$ cat config.mk
export PLATFORM = sky130hd
export DESIGN_NAME = rc_read_return
export DESIGN_NICKNAME = d
export VERILOG_FILES = /design/src/pcie_rq_pkg.sv /design/src/rc_read_return.sv
export SDC_FILE = /design/constraint.sdc
export NUM_CORES = 1
export LEC_CHECK = 0
export BUFFER_PORTS_ARGS = -buffer_cell sky130_fd_sc_hd__clkbuf_2
export CAP_MARGIN = 20
export CELL_PAD_IN_SITES_DETAIL_PLACEMENT = 0
export CELL_PAD_IN_SITES_GLOBAL_PLACEMENT = 1
export CORE_AREA = 3 3 223 225
export DETAILED_ROUTE_END_ITERATION = 7
export DIE_AREA = 0 0 226 228
export GPL_TIMING_DRIVEN = 0
export HOLD_SLACK_MARGIN = 0.15
export PLACE_DENSITY = 0.38
export SLEW_MARGIN = 20
export SYNTH_ARGS = -nofsm -noshare
export SYNTH_HDL_FRONTEND = slang
export SYNTH_SLANG_ARGS = --single-unit
export TNS_END_PERCENT = 1
$ cat constraint.sdc
create_clock -name clk -period 1.8 [get_ports clk]
set_clock_uncertainty 0.1 [all_clocks]
set_input_delay 0.27 -clock clk [delete_from_list [all_inputs] [get_ports clk]]
set_output_delay 0.27 -clock clk [all_outputs]
set_load 0.01 [all_outputs]
$ cat src/pcie_rq_pkg.sv
package pcie_rq_pkg;

    // bus and field widths
    localparam int RQ_DATA_BITS = 512;
    localparam int RQ_KEEP_BITS = RQ_DATA_BITS / 32;  // one bit per dword
    localparam int TLP_HDR_BITS = 128;
    localparam int HOST_ADDR_BITS = 64;
    localparam int MMIO_ADDR_BITS = 40;
    localparam int MMIO_DATA_BITS = 64;
    localparam int REQ_TAG_BITS = 4;

    typedef logic [RQ_DATA_BITS-1:0] rq_data_t;
    typedef logic [RQ_KEEP_BITS-1:0] rq_keep_t;
    typedef logic [TLP_HDR_BITS-1:0] tlp_hdr_t;
    typedef logic [HOST_ADDR_BITS-1:0] host_addr_t;
    typedef logic [MMIO_ADDR_BITS-1:0] mmio_addr_t;
    typedef logic [MMIO_DATA_BITS-1:0] mmio_data_t;
    typedef logic [REQ_TAG_BITS-1:0] req_tag_t;

    // completer-request snoop
    localparam int CQ_ADDR_LSB = 128;  // base address field, 64 bits wide
    localparam host_addr_t BASE_SENTINEL = 64'h0000_0000_fefe_fefe;  // release base

    // window mapping
    localparam int MMIO_OFFSET_BITS = 24;

    // request TLP header fields
    localparam logic [3:0] REQ_MEM_READ = 4'd0;
    localparam logic [3:0] REQ_MEM_WRITE = 4'd1;
    localparam logic [10:0] REQ_DWORD_COUNT = 11'd2;  // one 64-bit word
    localparam logic [3:0] READ_TAG_PREFIX = 4'hf;

    // dword enables on the RQ beat
    localparam rq_keep_t KEEP_READ = 16'h000f;  // header only
    localparam rq_keep_t KEEP_WRITE = 16'h003f;  // header plus payload

    // completion data position
    localparam int RC_DATA_LSB = 96;

    // output FIFO sizing
    localparam int OUT_FIFO_ADDR_BITS = 5;
    localparam int OUT_FIFO_DEPTH = 1 << OUT_FIFO_ADDR_BITS;
    localparam int OUT_FIFO_HALF = OUT_FIFO_DEPTH / 2;  // back-pressure threshold

    // per-cycle request choice of the builder
    typedef enum logic [1:0] {
        REQ_NONE,
        REQ_READ,
        REQ_WRITE
    } req_kind_e;

endpackage

$ cat src/rc_read_return.sv
module rc_read_return (
    input  logic                    clk,
    input  logic                    rst,
    input  pcie_rq_pkg::rq_data_t   rc_tdata,
    input  logic                    rc_tvalid,
    output pcie_rq_pkg::mmio_data_t rdata,
    output logic                    rvalid
);
    import pcie_rq_pkg::*;

    logic take;

    assign take = rc_tvalid && !rvalid;  // beat during the pulse is lost

    always_ff @(posedge clk) begin
        if (take) begin
            rdata <= rc_tdata[RC_DATA_LSB +: MMIO_DATA_BITS];
        end
    end

    // single-cycle pulse
    always_ff @(posedge clk or negedge rst) begin
        if (!rst) begin
            rvalid <= 1'b0;
        end else begin
            rvalid <= take;
        end
    end

endmodule

== After elaboration in Yosys (flattened, before gate mapping) ==
Cells that the tools add are included.
Widths: inputs -> output; s select.
Storage, ports and cells
  flip-flop bits (word level): 65
  bits in latches: 0
  RAM bits: 0
  bits in read-only memories: 0
  output and inout port bits: 65
  word-level logic and storage cells: 4
  memories kept: 0
Cells by class
  add/sub/neg operators: 0
  multiply operators: 0
  div/mod/pow operators: 0
  magnitude comparators: 0
  eq/ne operators: 0
  shift operators: 0
  muxes and demuxes: 0
  bitwise logic cells: 0
  reduce and logical (&&, ||, !) cells: 2
Operators by type and width (count)
  $logic_and 1x1->1: 1
  $logic_not 1->1: 1

== Depth between registers and ports, before layout ==
  depth after elaboration: 2
  depth in mapped cells: 1
  mapped depth without buffers: 1

== Least setup slack after synthesis ==
OpenSTA, ideal clock, no wires.
  kind: register -> register
  start point: register rvalid
  end point: register rdata[0], enable pin
  setup time: 0.401 ns
  data arrival time: 1.430 ns
  slack: -0.131 ns
  stages on the path, launching flop included: 2
  period minus slack after synthesis: 1.931 ns
  cell sequence: dfrtp_1 nor2b_4
On the way
  cells in the longest elaborated chain, start to end: 2
Ends and longest elaborated chain
  start, declared: line rc_read_return.sv:7  | output logic rvalid
  start signal, assigned: line rc_read_return.sv:26  | rvalid <= take;
  $logic_not 1->1: line rc_read_return.sv:13  | assign take = rc_tvalid && !rvalid;
  $logic_and 1x1->1: line rc_read_return.sv:13
  net take: line rc_read_return.sv:11  | logic take;
  end signal, assigned: line rc_read_return.sv:17  | rdata <= rc_tdata[RC_DATA_LSB +: MMIO_DATA_BITS];
  end, declared: line rc_read_return.sv:6  | output pcie_rq_pkg::mmio_data_t rdata,
The timed path passes the listed nets, and every way through them passes these cells.
A chain may end at the register's enable or synchronous reset.

== Worst setup path in the final report ==
  start point: register rvalid
  end point: register rdata[46], enable pin
The elaborated chain is that of the path after synthesis.

==> impl_metrics.py <==
metrics = {
    "setup_path": {
        "path_cells": "nor2b_4 > buf_12",
        "reg2reg_depth": 2,
        "critical_path_class": "reg -> reg",
        "crit_path_max_fanout": 25,
        "ff2ff_setup_slack_ps": 140,
        "critPathLaunch": "rvalid$_DFF_PN0_",
        "r2r_start": "rvalid$_DFF_PN0_",
        "r2r_end": "rdata[46]$_DFFE_PP_",
        "worstPathArrival_ps": 1600,
        "worstSetupStartpointType": "register",
        "crit_slowest_cell": "nor2b_4",
        "end_kind": "register",
        "critPathMaxStageDelay_ps": 560,
        "crit_path_end": "rdata[46]$_DFFE_PP_",
        "crit_required_ps": 1740,
    },
    "die": {
        "rows": 80,
        "start_util": 0.0411,
        "die_w_um": 226,
        "die_y_um": 228,
        "ioPinCount": 580,
        "core_area_mm2": 0.0477,
        "dieArea_mm2": 0.0515,
    },
    "grt": {
        "antenna_found_initial": 0,
        "grt_pass1_wl_mm": 14.2,
        "overflow": 0,
        "grt_max_degree": 26,
        "grt_pass1_vias": 1694,
        "track_usage": 0.0424,
    },
    "yosys": {
        "synth_area_leader_cell": "edfxtp_1",
        "yosys_warnings": 0,
        "yosysTopAreaCellShare": 0.980,
        "syn_area_mm2": 0.00196,
        "syn_inst": 66,
        "yosysSeqAreaShare": 0.993,
        "ys_types": 3,
        "synth.area.top_cells": "edfxtp_1, dfrtp_1, nor2b_4",
        "syn_nets": 581,
        "synth_area_per_cell_um2": 29.7,
        "synth-seq-cells": 65,
    },
    "routing": {
        "wirelength_mm": 10.7,
        "vias_per_cell": 1.67,
        "drtIter0Drc": 56,
        "vias": 1493,
        "drcViolationCount": 0,
        "ant_nets": 0,
        "avgRoutedWirePerCell_um": 12.0,
        "firstDrtPassIters": 4,
    },
    "place": {
        "place_hpwl_mm": 8.64,
        "post-place-ws_ps": 93.1,
        "place.gp.congestion": 0.662,
        "io_buffers": 131,
    },
    "clocking": {
        "htreeDepth": 3,
        "clkTransAtPathRegs_ps": 60,
        "clk-insertion-delay-late_ps": 340,
        "clock_sinks": 65,
        "cts-root-buf": "clkbuf_16",
        "post_cts_buffers": 0,
        "clockBufferDepth": 2,
        "cts_tree": "built",
        "cts_buffers": 9,
    },
    "sta": {
        "max_slew.worst_pin.slew_ps": 683,
        "slew_headroom": 0.543,
        "rsz0062_at_grt": "false",
        "setup_slack_ps": 136,
        "min_period_ps": 1660,
        "max_freq_mhz": 601,
        "final_hold_viol_count": 0,
        "period_share": 0.924,
        "finalSetupTns_ps": 0,
        "setup_viol_count_final": 0,
        "final_max_slew_viol_count": 0,
    },
    "layout": {
        "antenna_cells": 0,
        "fillers": 5419,
        "final_common_cell": "clkbuf_2",
        "multi_input_area_um2": 13.8,
        "nets": 791,
        "final_cell_mix": "clkbuf_2, dlygate4sd3_1, edfxtp_1, clkbuf_16",
        "syn_to_final_growth_pct": 123,
        "seq_area_mm2": 0.00195,
        "layout-drive-gt1-share": 0.529,
    },
    "worst_hold_path": {
        "min_path_type": "in -> reg",
    },
    "power_and_ir_drop": {
        "seqPwrFrac": 0.456,
        "peakVddDrop_mv": 0.373,
        "p_per_area_mw_per_mm2": 902,
        "power_mw": 3.94,
        "p_sw_uw": 917,
        "clockPowerShare": 0.441,
        "switching_share": 0.232,
        "internal_power_mw": 3.03,
        "p_leak_nw": 1.61,
        "power_frac_comb": 0.103,
    },
    "job": {
        "cap_violations": 0,
    },
    "outcome": {
        "status": "complete, no violations",
    },
}
## registers in the layout, summed over array words and instances (netlist names)
| register | flops |
|---|---|
| rvalid | 1 |
| rdata | 64 |
## power by group through the flow
stage               clock [mW]  sequential (mW)  combinational, mW
CTS                       1.86             1.80              0.427
finish                    1.74             1.80              0.406
global route              1.89             1.81              0.443
floorplan                    0             1.86             0.0285
detailed placement           0             1.83              0.305
global placement             0             1.84              0.298
## worst min path at each step
stage,from,cells past startpoint,slack (ps),endpoint
2_1_floorplan,rst,0,-130,rvalid$_DFF_PN0_
3_3_place_gp,rst,1,-50,rvalid$_DFF_PN0_
3_5_place_dp,rst,1,-50,rvalid$_DFF_PN0_
4_1_cts,rc_tvalid,2,200,rvalid$_DFF_PN0_
5_1_grt,rc_tvalid,2,210,rvalid$_DFF_PN0_
6_report,rc_tvalid,2,220,rvalid$_DFF_PN0_
## kinds of logic (layout without fill, tap and decap cells)
group,Yosys count,after routing,synth area share
flops,65,65,0.993
buf+inv,0,214,0
simple gates,1,1,0.00702
## Yosys cell counts
| cell type | n |
|---|---|
| dfrtp_1 | 1 |
| edfxtp_1 | 64 |
| nor2b_4 | 1 |
## worst max-delay path: cells and delay by family, from the launching register on
family / cells / cell delay, ps
AND/OR/NAND/NOR: 1 / 560
buffers and inverters: 1 / 270
flip-flops: 1 / 400
## metal layers
metal / track usage / wire length (um) / vias up
met3: 0.0130 / 536 / 19
met5: 0 / 0 / -
met1: 0.0453 / 4240 / 720
met4: 0.0258 / 493 / 0
li1: - / - / 686
met2: 0.0731 / 5430 / 68
## metrics by stage
step	cells	cell area (um2)	hold slack, ps	utilization
2_1_floorplan	66	1960	-126	-
3_3_place_gp	812	3390	-53.5	0.0709
3_5_place_dp	814	3430	-53.5	0.0718
4_1_cts	895	4370	203	0.0916
5_1_grt	895	4370	209	0.0916
6_report	895	4370	217	0.0916
## layout make-up
type	count	area share
Sequential cell	65	0.445
Tap cell	615	0.176
Multi-Input combinational cell	1	0.00315
Clock buffer	9	0.0515
Timing Repair Buffer	199	0.310
Clock inverter	6	0.0137
## what timing repair did
item                       in CTS  in global routing
hold buffers                   66                  0
hold endpoints to repair       65                  0
setup endpoints to repair       0                  0
gates resized for setup         0                  0
Power figures use the tool's default switching activity.
