$ cat config.mk
export PLATFORM = sky130hd
export DESIGN_NAME = rq_base_capture
export DESIGN_NICKNAME = d
export VERILOG_FILES = /design/src/pcie_rq_pkg.sv /design/src/rq_base_capture.sv
export SDC_FILE = /design/constraint.sdc
export NUM_CORES = 1
export LEC_CHECK = 0
export BUFFER_PORTS_ARGS = -buffer_cell sky130_fd_sc_hd__buf_2
export CAP_MARGIN = 10
export CORE_AREA = 2 2 222 224
export CTS_CLUSTER_DIAMETER = 80
export DETAILED_ROUTE_END_ITERATION = 8
export DIE_AREA = 0 0 224 226
export PLACE_DENSITY = 0.3
export REMOVE_ABC_BUFFERS = 1
export SLEW_MARGIN = 20
export SYNTH_ARGS = -nofsm -noshare
export SYNTH_HDL_FRONTEND = slang
export SYNTH_SLANG_ARGS = --single-unit
$ cat constraint.sdc
create_clock -name clk -period 1.6 [get_ports clk]
set_input_delay 0 -clock clk [delete_from_list [all_inputs] [get_ports clk]]
set_output_delay 0 -clock clk [all_outputs]
set_load 0.02 [all_outputs]
$ cat src/pcie_rq_pkg.sv
package pcie_rq_pkg;

    // bus and field widths
    localparam int RQ_DATA_BITS = 512;
    localparam int RQ_KEEP_BITS = RQ_DATA_BITS / 32;  // one bit per dword
    localparam int TLP_HDR_BITS = 128;
    localparam int HOST_ADDR_BITS = 64;
    localparam int MMIO_ADDR_BITS = 40;
    localparam int MMIO_DATA_BITS = 64;
    localparam int REQ_TAG_BITS = 4;

    typedef logic [RQ_DATA_BITS-1:0] rq_data_t;
    typedef logic [RQ_KEEP_BITS-1:0] rq_keep_t;
    typedef logic [TLP_HDR_BITS-1:0] tlp_hdr_t;
    typedef logic [HOST_ADDR_BITS-1:0] host_addr_t;
    typedef logic [MMIO_ADDR_BITS-1:0] mmio_addr_t;
    typedef logic [MMIO_DATA_BITS-1:0] mmio_data_t;
    typedef logic [REQ_TAG_BITS-1:0] req_tag_t;

    // completer-request snoop
    localparam int CQ_ADDR_LSB = 128;  // base address field, 64 bits wide
    localparam host_addr_t BASE_SENTINEL = 64'h0000_0000_fefe_fefe;  // release base

    // window mapping
    localparam int MMIO_OFFSET_BITS = 24;

    // request TLP header fields
    localparam logic [3:0] REQ_MEM_READ = 4'd0;
    localparam logic [3:0] REQ_MEM_WRITE = 4'd1;
    localparam logic [10:0] REQ_DWORD_COUNT = 11'd2;  // one 64-bit word
    localparam logic [3:0] READ_TAG_PREFIX = 4'hf;

    // dword enables on the RQ beat
    localparam rq_keep_t KEEP_READ = 16'h000f;  // header only
    localparam rq_keep_t KEEP_WRITE = 16'h003f;  // header plus payload

    // completion data position
    localparam int RC_DATA_LSB = 96;

    // output FIFO sizing
    localparam int OUT_FIFO_ADDR_BITS = 5;
    localparam int OUT_FIFO_DEPTH = 1 << OUT_FIFO_ADDR_BITS;
    localparam int OUT_FIFO_HALF = OUT_FIFO_DEPTH / 2;  // back-pressure threshold

    // per-cycle request choice of the builder
    typedef enum logic [1:0] {
        REQ_NONE,
        REQ_READ,
        REQ_WRITE
    } req_kind_e;

endpackage

$ cat src/rq_base_capture.sv
module rq_base_capture (
    input  logic                    clk,
    input  logic                    rst,
    input  pcie_rq_pkg::rq_data_t   cq_tdata,
    input  logic                    cq_actv,
    output pcie_rq_pkg::host_addr_t host_base
);
    import pcie_rq_pkg::*;

    host_addr_t cq_addr;
    logic is_sentinel;
    logic locked;  // base held until released

    assign cq_addr = cq_tdata[CQ_ADDR_LSB +: HOST_ADDR_BITS];
    assign is_sentinel = (cq_addr == BASE_SENTINEL);

    always_ff @(posedge clk or negedge rst) begin
        if (!rst) begin
            host_base <= '0;
            locked <= 1'b0;
        end else if (cq_actv) begin
            if (is_sentinel) begin
                locked <= 1'b0;  // base kept, next beat reloads
            end else if (!locked) begin
                host_base <= cq_addr;
                locked <= 1'b1;
            end
        end
    end

endmodule

# ---- After elaboration in Yosys (flattened, before gate mapping)
# Cells that the tools add are included.
dict set report totals {
  ff_bits 65
  input_bits 515
  output_inout_bits 64
  word_cells 7
}
dict set report classes {
  eq_ne 1
  muxes 1
  n_bitwise 2
  n_reduce_logical 1
}
# operator count
set ops {}
lappend ops {{$eq A64 B32 Y1 const B} 1}
lappend ops {{$reduce_and A3 Y1} 1}
lappend ops {{$not A1 Y1} 2}
lappend ops {{$mux W1} 1}

# ---- Longest topological paths before layout
dict set report depth {
  word_depth 3
  mapped_depth 7
}

# ---- Least setup slack after synthesis
# OpenSTA, ideal clock, no wires.
dict set report synth_timing {
  kind {input -> register}
  from {input port cq_tdata[175]}
  to {register host_base[0]}
  setup_time_ps 125
  arrival_ps 1508
  setup_slack_ps -33
  path_stages 6
  cell_sequence {or4_1 -> nor4_2 -> a311o_2 -> buf_12 -> buf_12 -> mux2_4}
}
dict set report synth_between {
  elab_chain_len 3
}
# element line
set synth_rtl {}
lappend synth_rtl {{start: declaration} rq_base_capture.sv:4} ;# input pcie_rq_pkg::rq_data_t cq_tdata,
lappend synth_rtl {{$eq A64 B32 Y1} rq_base_capture.sv:15} ;# assign is_sentinel = (cq_addr == BASE_SENTINEL);
lappend synth_rtl {{$not A1 Y1 (no source line)} n/a}
lappend synth_rtl {{$reduce_and A3 Y1 (no source line)} n/a}
lappend synth_rtl {{end signal: assignment} rq_base_capture.sv:25} ;# host_base <= cq_addr;
lappend synth_rtl {{end: declaration} rq_base_capture.sv:6} ;# output pcie_rq_pkg::host_addr_t host_base
# No other way between the ends.
# A chain may end at the register's enable or synchronous reset.

# ---- Worst setup path in the final report
dict set report layout_timing {
  from {input port cq_tdata[167]}
  to {register host_base[12]}
}
# Same word-level chain as after synthesis.

==> out/qor.txt <==
GRT Util Overall -> 5.89%
Final setup viols -> 64
global-route wire length before repair -> 20200 um
row count -> 81
largest net degree at the start of global routing -> 42
non-filler instance count after layout -> 1050
Synth cell types -> 16
Hold Path Class -> in2reg
Max-Cap Viols -> 0
Worst Path Required -> 1830 ps
CTS max path bufs -> 2
Sw Pwr -> 1.55 mW
mapped cell area -> 2900 um^2
placed insts -> 976
final hold viol count -> 0
Clock Power Share -> 41.9%
Setup crit end kind -> register
Slew @ Worst Pin -> 398 ps
router iterations before antenna repair -> 4
clock sink total -> 65
Cell Area, Placed -> 4780 um^2
LEAKAGE -> 2.78 nW
io pins -> 579
fill cell count -> 5461
crit-path leading delay family -> simple AND/OR/NAND/NOR gates
Comb pwr share -> 21.4%
Max transition margin -> 73.3%
Vias/cell -> 2.31
DRT iter0 DRCs -> 70
grt total ovfl -> 0
failing checks -> negative setup slack
cell mode on critical path -> buf_12
period utilisation layout -> 116%
vias in the first global route -> 2612
worst skew pair latency -> 340 ps
Max Used Layer -> met5
initial antenna violation count -> 12
nets@finish -> 932
DRC viols -> 0
Synthesis Warnings -> 0
Clock Skew -> 9.91 ps
design area -> 5830 um^2
peak supply drop -> 0.422 mV
Die ar. -> 50600 um^2
Setup crit start kind -> input pin
Power Internal -> 3.80 mW
GPL Wtd Cong -> 0.672
Most used DFF post-synth -> dfrtp_1
H-tree levels -> 3
PwrDens -> 919 nW/um^2
fmax -> 539 MHz
worst hold path stage count -> 3
Routed WL -> 14700 um
asr flop ratio synth -> 100%
CTS tree -> yes
Pins Over Slew Limit -> 0
core area -> 48300 um^2
worst-path maximum fanout -> 6
port bufs -> 130
WP buf/inv -> 5
Switching Share -> 29.0%
DR WL met3 -> 1000 um
utilization after layout -> 12.1%
slowest stage cell on the critical path -> nor4_2
total CTS buffers -> 9
met2 WL -> 6790 um
area fraction of the dominant cell type after synthesis -> 56.2%
min setup slack post-route -> -254 ps
Synth area leaders -> dfrtp_1, mux2_4, buf_12
Yosys top cell by area -> dfrtp_1
CP max stage delay -> 390 ps
Hold Slack -> 22.3 ps
wire length on met1 -> 6580 um
TNS Setup -> -13730 ps
cell count after synthesis -> 162
RSZ-0062 raised after global routing -> true
most frequent cell after synthesis -> dfrtp_1
post-synthesis sequential area ratio -> 56.2%
Levels on crit path -> 10
share of layout cells above drive strength 1 -> 69.2%
status -> finished, violations left
Synth-to-Final Area Change -> 101%
Final HPWL DP -> 11200 um
Starting Density -> 5.99%
vias -> 2421
die height -> 226 um
Post-synth EDFFs -> 0
min Tclk post-route -> 1850 ps
Chip Width -> 224 um
depth of the most critical reg-to-reg path -> 5
Root Driver -> clkbuf_16
Clk pin slew, worst setup/hold paths -> 70 ps
ANT nets after route -> 0
critical path class -> in2reg
Seq pwr share -> 36.7%
wire per inst -> 14.0 um
Seq cells post-synth -> 65
crit-path cells -> buf_6 > nor4_4 > buf_4 > nand4_1 > nor4_2 > a311o_2 > buf_12 > buf_12 > clkbuf_16 > mux2_4
Syn Area/Cell -> 17.9 um^2
CP arrival -> 2090 ps
top cells by count, synth -> dfrtp_1, mux2_4, buf_12
[kinds of logic (layout without fill, tap and decap cells)]
family | count (synthesis) | in the layout | share of synthesized area [%]
muxes | 64 | 64 | 32.7
buffers and inverters | 8 | 268 | 4.97
other | 0 | 6 | 0
DFF | 65 | 65 | 56.2
AOI/OAI and AO/OA | 2 | 2 | 0.691
and+or+nand+nor | 23 | 23 | 5.49
[what timing repair did]
| item | 4_1_cts | 5_1_grt |
|---|---|---|
| setup buffers | 4 | 0 |
| endpoints found under the setup margin | 64 | 64 |
| hold endpoints to repair | 109 | 1 |
| hold buffers | 44 | 1 |
| pin swaps | 5 | 4 |
| resized for setup | 18 | 5 |
| gates cloned | 3 | 1 |
[power groups by stage]
stage	Clock [mW]	Sequential [mW]	Combinational (mW)
2_1_floorplan	0	2.19	0.268
3_3_place_gp	0	2.00	1.06
3_5_place_dp	0	1.99	1.07
4_1_cts	2.37	1.97	1.16
5_1_grt	2.41	1.99	1.22
6_report	2.25	1.97	1.14
[cells in the final DEF (no fill, tap or decap)]
cell / n
a311o_2: 1
a41oi_1: 1
buf_12: 8
buf_16: 3
buf_2: 124
buf_4: 62
buf_6: 5
buf_8: 3
bufinv_16: 2
clkbuf_16: 10
clkinv_4: 2
clkinvlp_4: 2
dfrtp_1: 65
diode_2: 6
dlygate4sd3_1: 45
inv_1: 1
inv_8: 1
mux2_2: 3
mux2_4: 61
nand2_1: 1
nand4_1: 6
nand4b_1: 3
nor2_1: 2
nor3_1: 1
nor4_1: 3
nor4_2: 2
nor4_4: 3
nor4b_1: 1
or4_1: 1
[worst min-delay path, cell delays in order]
cell and delay (ps):
buf_2 100, buf_4 110, mux2_4 130
[layer usage]
layer | global-route usage (%) | vias up
met4 | 2.45 | 6
met5 | 0 | -
met1 | 7.17 | 1184
met2 | 9.23 | 90
li1 | - | 1125
met3 | 2.34 | 16
[layout make-up]
cell class	count	area [um^2]	share of cell area (%)
clock buffer	9	225	3.86
sequential	65	1630	27.9
clock inverter	7	104	1.78
inverter	1	3.75	0.0644
timing repair buffer	251	1910	32.7
multi-input combinational	89	1170	20.1
tap	622	778	13.3
antenna	6	15.0	0.257
[sequential cells by signal, indices dropped and copies added (netlist names)]
register	cells
host_base	64
locked	1
[worst paths after layout]
check / slack [ps] / startpoint / to
min in group asynchronous: 120 / rst / host_base[17]$_DFFE_PN0P_
max in group asynchronous: 870 / rst / host_base[49]$_DFFE_PN0P_
max: -250 / cq_tdata[167] / host_base[12]$_DFFE_PN0P_
min reg2reg: 500 / host_base[9]$_DFFE_PN0P_ / host_base[9]$_DFFE_PN0P_
min: 20 / cq_tdata[149] / host_base[21]$_DFFE_PN0P_
max reg2reg: 20 / locked$_DFFE_PN0P_ / host_base[12]$_DFFE_PN0P_
[metrics by stage]
stage	total power [mW]	setup slack (ps)
floorplan	2.46	-1030
global placement	3.06	-762
detailed placement	3.06	-785
CTS	5.50	-291
global route	5.63	-360
finish	5.36	-254
Note: power is estimated with default switching activity, not from simulation.
