[src/pcie_rq_pkg.sv]
package pcie_rq_pkg;

    // bus and field widths
    localparam int RQ_DATA_BITS = 512;
    localparam int RQ_KEEP_BITS = RQ_DATA_BITS / 32;  // one bit per dword
    localparam int TLP_HDR_BITS = 128;
    localparam int HOST_ADDR_BITS = 64;
    localparam int MMIO_ADDR_BITS = 40;
    localparam int MMIO_DATA_BITS = 64;
    localparam int REQ_TAG_BITS = 4;

    typedef logic [RQ_DATA_BITS-1:0] rq_data_t;
    typedef logic [RQ_KEEP_BITS-1:0] rq_keep_t;
    typedef logic [TLP_HDR_BITS-1:0] tlp_hdr_t;
    typedef logic [HOST_ADDR_BITS-1:0] host_addr_t;
    typedef logic [MMIO_ADDR_BITS-1:0] mmio_addr_t;
    typedef logic [MMIO_DATA_BITS-1:0] mmio_data_t;
    typedef logic [REQ_TAG_BITS-1:0] req_tag_t;

    // completer-request snoop
    localparam int CQ_ADDR_LSB = 128;  // base address field, 64 bits wide
    localparam host_addr_t BASE_SENTINEL = 64'h0000_0000_fefe_fefe;  // release base

    // window mapping
    localparam int MMIO_OFFSET_BITS = 24;

    // request TLP header fields
    localparam logic [3:0] REQ_MEM_READ = 4'd0;
    localparam logic [3:0] REQ_MEM_WRITE = 4'd1;
    localparam logic [10:0] REQ_DWORD_COUNT = 11'd2;  // one 64-bit word
    localparam logic [3:0] READ_TAG_PREFIX = 4'hf;

    // dword enables on the RQ beat
    localparam rq_keep_t KEEP_READ = 16'h000f;  // header only
    localparam rq_keep_t KEEP_WRITE = 16'h003f;  // header plus payload

    // completion data position
    localparam int RC_DATA_LSB = 96;

    // output FIFO sizing
    localparam int OUT_FIFO_ADDR_BITS = 5;
    localparam int OUT_FIFO_DEPTH = 1 << OUT_FIFO_ADDR_BITS;
    localparam int OUT_FIFO_HALF = OUT_FIFO_DEPTH / 2;  // back-pressure threshold

    // per-cycle request choice of the builder
    typedef enum logic [1:0] {
        REQ_NONE,
        REQ_READ,
        REQ_WRITE
    } req_kind_e;

endpackage

[src/rq_tlp_if.sv]
interface rq_tlp_if;
    import pcie_rq_pkg::*;

    rq_data_t beat;  // header, plus payload on writes
    rq_keep_t keep;
    logic valid;  // beat is taken whenever this is high
    logic last;
    logic is_write;  // entry will produce a write response

    modport src (
        output beat, keep, valid, last, is_write
    );

    modport dst (
        input beat, keep, valid, last, is_write
    );

endinterface

[src/rq_req_builder.sv]
module rq_req_builder (
    input  logic                    clk,
    input  logic                    rst,
    input  pcie_rq_pkg::host_addr_t host_base,
    input  pcie_rq_pkg::mmio_addr_t araddr,
    input  logic                    arvalid,
    output logic                    arready,
    input  pcie_rq_pkg::mmio_addr_t awaddr,
    input  logic                    awvalid,
    input  pcie_rq_pkg::mmio_data_t wdata,
    input  logic                    wvalid,
    output logic                    awready,
    output logic                    wready,
    input  logic                    space,
    rq_tlp_if.src                   tlp
);
    import pcie_rq_pkg::*;

    req_kind_e kind;
    req_tag_t tag;
    host_addr_t rd_addr;
    host_addr_t wr_addr;
    tlp_hdr_t rd_hdr;
    tlp_hdr_t wr_hdr;

    function automatic tlp_hdr_t make_hdr(
        input host_addr_t addr,
        input logic [3:0] req_type,
        input logic [7:0] hdr_tag
    );
        tlp_hdr_t hdr;
        hdr = '0;  // poison, IDs, TC, attr and ECRC all zero
        hdr[63:0] = addr;
        hdr[74:64] = REQ_DWORD_COUNT;
        hdr[78:75] = req_type;
        hdr[95:80] = 16'd0;  // requester ID
        hdr[103:96] = hdr_tag;
        hdr[119:104] = 16'd0;  // completer ID
        return hdr;
    endfunction

    // reads take priority, nothing is accepted without FIFO space
    always_comb begin
        kind = REQ_NONE;
        if (space) begin
            if (arvalid) begin
                kind = REQ_READ;
            end else if (awvalid && wvalid) begin
                kind = REQ_WRITE;
            end
        end
    end

    assign arready = (kind == REQ_READ);
    assign awready = (kind == REQ_WRITE);
    assign wready = (kind == REQ_WRITE);  // address and data go together

    // window offset added to the captured host base
    assign rd_addr = host_base + host_addr_t'(araddr[MMIO_OFFSET_BITS-1:0]);
    assign wr_addr = host_base + host_addr_t'(awaddr[MMIO_OFFSET_BITS-1:0]);

    assign rd_hdr = make_hdr(rd_addr, REQ_MEM_READ, {READ_TAG_PREFIX, tag});
    assign wr_hdr = make_hdr(wr_addr, REQ_MEM_WRITE, 8'd0);

    always_comb begin
        tlp.beat = '0;
        tlp.keep = '0;
        tlp.valid = 1'b0;
        tlp.is_write = 1'b0;
        case (kind)
            REQ_READ: begin
                tlp.beat = rq_data_t'(rd_hdr);
                tlp.keep = KEEP_READ;
                tlp.valid = 1'b1;
            end
            REQ_WRITE: begin
                tlp.beat = rq_data_t'({wdata, wr_hdr});  // payload at 191:128
                tlp.keep = KEEP_WRITE;
                tlp.valid = 1'b1;
                tlp.is_write = 1'b1;
            end
            default: begin
                tlp.valid = 1'b0;
            end
        endcase
    end

    assign tlp.last = 1'b1;  // every TLP fits one beat

    // rotating read tag, wraps 15 -> 0
    always_ff @(posedge clk or negedge rst) begin
        if (!rst) begin
            tag <= '0;
        end else if (kind == REQ_READ) begin
            tag <= tag + req_tag_t'(1);
        end
    end

endmodule

[src/flat_wrapper.sv]
// flat-port wrapper written by rule: the top's interface ports become plain ports
module rq_req_builder_flat import pcie_rq_pkg::*;
  (clk, rst, host_base, araddr, arvalid, arready, awaddr, awvalid, wdata, wvalid, awready, wready, space, tlp_beat, tlp_keep, tlp_valid, tlp_last, tlp_is_write);
  rq_tlp_if tlp_i ();
  input  logic clk;
  input  logic rst;
  input  pcie_rq_pkg::host_addr_t host_base;
  input  pcie_rq_pkg::mmio_addr_t araddr;
  input  logic arvalid;
  output logic arready;
  input  pcie_rq_pkg::mmio_addr_t awaddr;
  input  logic awvalid;
  input  pcie_rq_pkg::mmio_data_t wdata;
  input  logic wvalid;
  output logic awready;
  output logic wready;
  input  logic space;
  output wire logic [$bits(tlp_i.beat)-1:0] tlp_beat;
  output wire logic [$bits(tlp_i.keep)-1:0] tlp_keep;
  output wire logic [$bits(tlp_i.valid)-1:0] tlp_valid;
  output wire logic [$bits(tlp_i.last)-1:0] tlp_last;
  output wire logic [$bits(tlp_i.is_write)-1:0] tlp_is_write;
  assign tlp_beat = tlp_i.beat;
  assign tlp_keep = tlp_i.keep;
  assign tlp_valid = tlp_i.valid;
  assign tlp_last = tlp_i.last;
  assign tlp_is_write = tlp_i.is_write;
  rq_req_builder u_core (.clk(clk), .rst(rst), .host_base(host_base), .araddr(araddr), .arvalid(arvalid), .arready(arready), .awaddr(awaddr), .awvalid(awvalid), .wdata(wdata), .wvalid(wvalid), .awready(awready), .wready(wready), .space(space), .tlp(tlp_i));
endmodule
[config.mk]
export PLATFORM = sky130hd
export DESIGN_NAME = rq_req_builder_flat
export DESIGN_NICKNAME = d
export VERILOG_FILES = /design/src/pcie_rq_pkg.sv /design/src/rq_tlp_if.sv /design/src/rq_req_builder.sv /design/src/flat_wrapper.sv
export SDC_FILE = /design/constraint.sdc
export NUM_CORES = 1
export LEC_CHECK = 0
export ABC_AREA = 1
export BUFFER_PORTS_ARGS = -buffer_cell sky130_fd_sc_hd__clkbuf_2
export CELL_PAD_IN_SITES_DETAIL_PLACEMENT = 1
export CELL_PAD_IN_SITES_GLOBAL_PLACEMENT = 2
export CORE_AREA = 2 2 295 297
export DETAILED_ROUTE_END_ITERATION = 7
export DIE_AREA = 0 0 297 299
export GPL_TIMING_DRIVEN = 0
export PLACE_DENSITY = 0.66
export SYNTH_ARGS = -nofsm -noshare
export SYNTH_HDL_FRONTEND = slang
export SYNTH_SLANG_ARGS = --single-unit
[constraint.sdc]
create_clock -name clk -period 2.9 [get_ports clk]
set_input_delay 0.435 -clock clk [delete_from_list [all_inputs] [get_ports clk]]
set_output_delay 0.435 -clock clk [all_outputs]
set_load 0.02 [all_outputs]
* Word level (Yosys, flattened, before mapping)
Cells that the tools add are included.
Widths: inputs -> output; s select.
** Word-level totals
- Flip-flop bits (word level) :: 4
- Input bits :: 214
- Word-level logic and storage cells :: 15
- Output and inout port bits :: 534
** Cells by class
- Add/subtract/negate cells :: 3
- Reductions and logical operators :: 2
- Muxes and demuxes :: 7
- Equal/unequal tests :: 2
** Operator list (number)
- $pmux 192 s2 :: 1
- $add 64x24->64 :: 2
- $pmux 6 s2 :: 1
- $mux 2 :: 3
- $add 4x1->4 const B :: 1
- $eq 2x1->1 const B :: 1
- $eq 2x2->1 const B :: 1
- $mux 1 :: 2
- $reduce_or 2->1 :: 1
- $logic_and 1x1->1 :: 1

* Longest topological paths before layout
Gate-level depths: netlist of run 1.
- Word-level depth :: 7
- Depth in mapped cells :: 22

* Worst setup path before layout of run 1
Ideal clock, no wire load.
- Path kind :: input port to output port
- From :: input space
- To :: output tlp_beat[44]
- Stages :: 16
- Setup slack :: -0.332 ns
- Arrival :: 2.797 ns
- Required time :: 2.465 ns
- Cell sequence :: inv_1 -> nor2_1 -> nand3_2 -> inv_2 -> clkbuf_1 -> nand2_1 -> nand2_1 -> ha_1 -> a21oi_1 -> nand2_1 -> nand2_1 -> a21boi_0 -> nand2_2 -> nand2_1 -> nand2_1 -> a21oi_1
** On the way
- Cells in the longest elaborated chain, start to end :: 3
- Elaborated cells on any way between the ends :: 4
** RTL lines
- start: declaration :: line flat_wrapper.sv:17 : input logic space;
- $mux 2 :: line rq_req_builder.sv:45 : if (space) begin
- $eq 2x2->1
- net awready :: line flat_wrapper.sv:15 : output logic awready;
- $pmux 192 s2 :: line rq_req_builder.sv:70 : case (kind)
- end: declaration :: line flat_wrapper.sv:18 : output wire logic [$bits(tlp_i.beat)-1:0] tlp_beat;
The timed path passes the listed nets, and every way through them passes these cells.

* Final worst setup path of run 1
- From :: input space
- To :: output tlp_beat[40]
** On the way
- Cells in the longest elaborated chain, start to end :: 3
- Elaborated cells on any way between the ends :: 4
** RTL lines (line)
- $mux 2 (*) :: rq_req_builder.sv:45
- $eq 2x2->1 or $eq 2x1->1 (tied branches) :: rq_req_builder.sv:70
- $pmux 192 s2 (*) :: rq_req_builder.sv:70
Mark *: on every way between the ends. The rest lies on a longest branch, timed or not.

==> out/results.tsv, run 1 <==
metric	value	unit
status	complete, but fails checks	
violations	setup timing	
crit_path_end_kind	primary output	
grt-ovfl-total	0	
fp.dieW	297	µm
setup_ws	-0.490	ns
synth.distinct_cells	33	
layout-drive-gt1-share	52.7	%
netlist_top_cells_area	buf_4, nand2_1, inv_1, nor2_1, ha_1	
fin_crit_sh	117	%
final_nets	2501	
place_area	0.0126	mm²
syn_to_final_growth	99.3	%
clock_path_buffers	2	
routabilityCongestion	0.822	
synth_area	0.00787	mm²
finalSetupViolations	59	
design_area	0.0157	mm²
clkTransAtPathRegs	0.03	ns
largest_reg_flops	4	
slew_headroom	41.0	%
synth_area_leader_cell	buf_4	
clock.fmax	295	MHz
fin_cells	3422	
syn_avg_cell_area	5.31	µm²
cp-startpoint	space	
power_leakage	9.06	nW
critPathRequiredTime	2.47	ns
drt_pre_antenna_iters	4	
clk_latency	0.22	ns
grt_pass1_vias	10300	
final_cell_mix	buf_4, conb_1, clkbuf_2	
rrSetupSlack	1.91	ns
die-area	0.0888	mm²
top_regs	u_core.tag x4	
yosys_warnings	0	
maxSlewViolCount	0	
ir_drop	0.211	mV
maxUsedRoutingLayer	met5	
grt_max_degree	16	
hpwlAfterDp	49.0	mm
h-tree-depth	1	
cts_tree	yes	
vias	10200	
routed-wl-met3	3.71	mm
place_inst	3350	
cp-start-kind	input port	
initialDrtViolationCount	288	
worstMarginPinSlew	0.877	ns
gr-usage-all-layers	11.5	%
power.density	196	mW/mm²
holdCritPathClass	in -> async	
hold_viol	0	
vias_per_cell	2.98	
yosysSeqAreaShare	1.27	%
layout_commonest_cell	buf_4	
wire_per_inst	15.7	µm
r2r-start	u_core.tag[0]	
core	0.0859	mm²
io_pins	748	
die_y	299	µm
synth_cells	1482	
largest-register	u_core.tag	
synth_top_area_share	38.0	%
drv_cap	0	
drcViolationCount	0	
wl_met2	26.6	mm
dpl_worst_slack	-1.34	ns
arrival	2.95	ns
antenna_left	0	
grt_pass1_wl	73.5	mm
critPathKind	in -> out	
cts.sinks	4	
filler_cell_count	10900	
portBuffers	330	
initial_utilization	9.16	%
final_util	18.2	%
r2r_cells	3	
rsz0062_at_grt	true	
rows	108	
cts_buffers	3	
crit_fanout	8	
ys_seq_elements	4	
antenna_found_initial	25	
ff_latch_area	100	µm²
clockRootBuffer	clkbuf_16	
r2r_end	u_core.tag[1]	
fin_crit	3.39	ns
multi_input_area	0.00724	mm²
drt_wl_total	53.7	mm
fin_skew	0.00126	ns
drt-met1-wl	22.6	mm
area by class of cell:
cell class,instances,share of cell area [%]
Tap cell,1155,9.21
Timing Repair Buffer,390,17.1
Multi-Input combinational cell,1199,46.1
Inverter,247,6.09
Sequential cell,4,0.638
Clock buffer,3,0.479
Buffer,415,20.2
Antenna cell,9,0.144
worst max-delay path, cell delays in order:
cell	delay, ns
buf_8	0.10
inv_6	0.04
nor2_4	0.03
nand3_4	0.08
buf_12	0.17
inv_16	0.06
clkbuf_16	0.18
nand2_4	0.08
nand2_4	0.05
ha_4	0.17
fa_2	0.35
nand3_2	0.09
nand3_4	0.11
nand2_2	0.10
nand3_4	0.11
nand2_4	0.09
nand3_4	0.18
nand2_2	0.11
nand2_2	0.06
a21oi_4	0.15
clkbuf_8	0.17
per-stage QoR:
| step | setup TNS [ns] | hold slack [ns] | total power [mW] |
|---|---|---|---|
| finish | -19.66 | 0.0177 | 3.07 |
| global route | -28.54 | 0.0224 | 3.31 |
| CTS | -21.11 | 0.0184 | 2.95 |
| detailed placement | -67.38 | 0.252 | 2.23 |
| global placement | -66.01 | 0.254 | 2.23 |
| floorplan | 0 | 0.139 | 1.62 |
what timing repair did:
| item | 4_1_cts | 5_1_grt |
|---|---|---|
| resized for setup | 511 | 144 |
| hold buffers | 0 | 0 |
| buffers inserted | 36 | 20 |
| endpoints found under the setup margin | 70 | 66 |
| cloned | 4 | 0 |
| pin swaps | 96 | 69 |
logic make-up (layout without fill, tap and decap cells):
| family | Yosys count | after routing | share of synthesized area, % |
|---|---|---|---|
| AO/OA/AOI/OAI | 68 | 68 | 4.56 |
| XOR/XNOR | 17 | 17 | 1.89 |
| adder cells (fa/ha/maj) | 27 | 27 | 4.39 |
| buffers and inverters | 662 | 1055 | 50.6 |
| flip-flops | 4 | 4 | 1.27 |
| other | 2 | 394 | 0.0954 |
| AND/OR/NAND/NOR | 702 | 702 | 37.2 |
report_power, final:
part / switching (mW) / internal [mW]
sequential: 0.0112 / 0.0785
clock: 0.0376 / 0.176
combinational: 1.65 / 1.12
Yosys cell counts:
library cell and count:
conb_1 2, nor3_1 17, nand4_1 20, buf_4 398, buf_2 4, nand2_2 11, xor2_1 4, nor3_4 1
nor3_2 3, nand3b_2 1, o21ai_1 2, nand3_4 1, nor4_1 4, dfrtp_1 4, a21boi_1 2, ha_1 26
nand3_1 49, inv_2 6, a21oi_1 45, nor2_1 195, nand2_1 382, clkbuf_1 13, o21bai_2 1, nand3b_1 3
o21bai_1 2, nand3_2 5, xnor2_1 13, o21ai_0 15, and3_1 1, nor2_2 9, inv_1 241, fa_1 1
a21boi_0 1
routing by layer:
layer	up-vias	global-route usage (%)
li1	5217	-
met1	4566	14.0
met2	361	20.4
met3	48	3.13
met4	20	1.61
met5	-	0
worst max-delay path by stage:
stage | end | slack (ns) | cells after the start
floorplan | tlp_beat[22] | 0.02 | 17
global placement | tlp_beat[22] | -1.34 | 17
detailed placement | tlp_beat[22] | -1.34 | 17
CTS | tlp_beat[54] | -0.48 | 22
global route | tlp_beat[54] | -0.64 | 23
finish | tlp_beat[40] | -0.49 | 21
No activity file was read; power rests on OpenSTA's default activity.
==> run 2: changes to the inputs <==
Settings changed: REMOVE_ABC_BUFFERS from default to 1.
Clock period 2.9 ns to 3.1 ns, I/O delays scaled along.
==> run 2 against run 1 <==
Effect of this change: the flow still finishes with violations (setup timing); clock power is 5% lower; count of clock-buffer cells in the layout is the same; register-to-register slack better by 0.22 ns; critical path type unchanged; critical endpoint unchanged; largest cell class unchanged.
==> out/results.tsv, run 2 (synthesized netlist as in run 1, its figures left out) <==
metric	value	unit
status	complete, but fails checks	
violations	setup timing	
grt_pass1_vias	8584	
gr-usage-all-layers	9.33	%
rows	108	
final_cell_mix	conb_1, clkbuf_2, inv_1	
fin_crit_sh	114	%
design_area	0.0125	mm²
layout-drive-gt1-share	41.4	%
place_area	0.00942	mm²
portBuffers	330	
critPathKind	in -> out	
io_pins	748	
finalSetupViolations	59	
slowest_stage	fa_2	
crit_fanout	8	
drv_cap	0	
crit_chain	buf_8, nor2_4, nand3_4, buf_16, buf_12, buf_6, nand2_4, nand2_4, fa_2, nand3_2, nand3_4, nand2_4, nand3_4, nand2_4, nand3_4, nand2_2, nand2_2, a21oi_2, clkbuf_8	
die_y	299	µm
wire_per_inst	14.9	µm
clock.fmax	284	MHz
place_inst	2937	
cp_top_family	simple AND/OR/NAND/NOR gates	
arrival	3.06	ns
cts.sinks	4	
hpwlAfterDp	38.6	mm
vias_per_cell	2.94	
crit_path_end_kind	primary output	
core	0.0859	mm²
r2r_end	u_core.tag[1]	
grt-ovfl-total	0	
fp.dieW	297	µm
filler_cell_count	10800	
slew_headroom	66.2	%
drt_pre_antenna_iters	4	
cp-startpoint	arvalid	
setup_ws	-0.422	ns
largest_reg_flops	4	
fin_cells	3016	
syn_to_final_growth	59.4	%
rsz0062_at_grt	true	
cts_hold_buf	0	
rrSetupSlack	2.13	ns
clock_path_buffers	2	
hold_viol	0	
largest-register	u_core.tag	
initial_utilization	9.16	%
cts_buffers	3	
holdCritPathClass	in -> async	
power_leakage	6.98	nW
worstSetupEndpoint	tlp_beat[40]	
top_regs	u_core.tag x4	
drcViolationCount	0	
routabilityCongestion	0.796	
critPathRequiredTime	2.63	ns
power	2.48	mW
clk_latency	0.23	ns
drt_wl_total	45.1	mm
die-area	0.0888	mm²
initialDrtViolationCount	208	
cp.depth	19	
cp_slowest_stage_delay	0.37	ns
cts_tree	yes	
antenna_left	0	
grt_pass1_wl	60.3	mm
vias	8875	
crit_buf_inv	5	
fin_crit	3.52	ns
antenna_found_initial	16	
cp-start-kind	input port	
r2r_cells	3	
r2r-start	u_core.tag[0]	
ir_drop	0.140	mV
hold_ws	0.0429	ns
final_nets	2102	
grt_max_degree	50	
h-tree-depth	1	
power.density	198	mW/mm²
final_util	14.6	%
layout_commonest_cell	conb_1	
maxSlewViolCount	0	
clockRootBuffer	clkbuf_16	
fin_skew	0.00165	ns
worstMarginPinSlew	0.507	ns
clkTransAtPathRegs	0.03	ns
==> run 2: timing repair <==
action | CTS | global route
gates resized for setup | 372 | 278
pin swaps | 66 | 91
setup buffers | 45 | 25
gates cloned | 4 | 1
endpoints found under the setup margin | 70 | 61
==> run 2: stage by stage <==
stage	TNS, ns	setup slack (ns)
after detailed placement	-95.63	-1.80
after CTS	-19.93	-0.473
after global placement	-319.52	-4.63
final	-15.30	-0.422
after floorplan	-88.83	-1.53
after global routing	-23.71	-0.543
==> run 2: cell type report <==
type                       count  area [µm²]  area share [%]
sequential                     4         100           0.798
antenna                        2        5.00          0.0399
clock buffer                   3        75.1           0.599
inverter                     247         953            7.60
timing repair buffer         403        2780            22.2
multi-input combinational   1200        7140            56.9
timing repair inverter         2        46.3           0.369
tap                         1155        1450            11.5
==> run 2: where the power goes <==
| part | total, mW | switching (mW) | leakage [nW] | internal, mW |
|---|---|---|---|---|
| Combinational | 2.19 | 1.47 | 6.89 | 0.724 |
| Sequential | 0.0840 | 0.0105 | 0.0461 | 0.0735 |
| Clock | 0.204 | 0.0392 | 0.0370 | 0.165 |
| Total | 2.48 | 1.52 | 6.98 | 0.962 |
==> run 2: metal layers <==
metal,part of all wire [%],GRT usage [%]
met5,0.31,0
met4,0.37,0.517
met3,7.9,3.40
met2,47,15.8
met1,44,11.8
==> run 2: how the worst min path moves through the flow <==
stage | from | endpoint | slack, ns | cells after the start
after floorplan | rst | u_core.tag[0] | 0.17 | 0
after global placement | rst | u_core.tag[3] | 0.28 | 1
after detailed placement | rst | u_core.tag[3] | 0.28 | 1
after CTS | rst | u_core.tag[3] | 0.05 | 1
after global routing | rst | u_core.tag[2] | 0.05 | 1
final | rst | u_core.tag[2] | 0.04 | 1
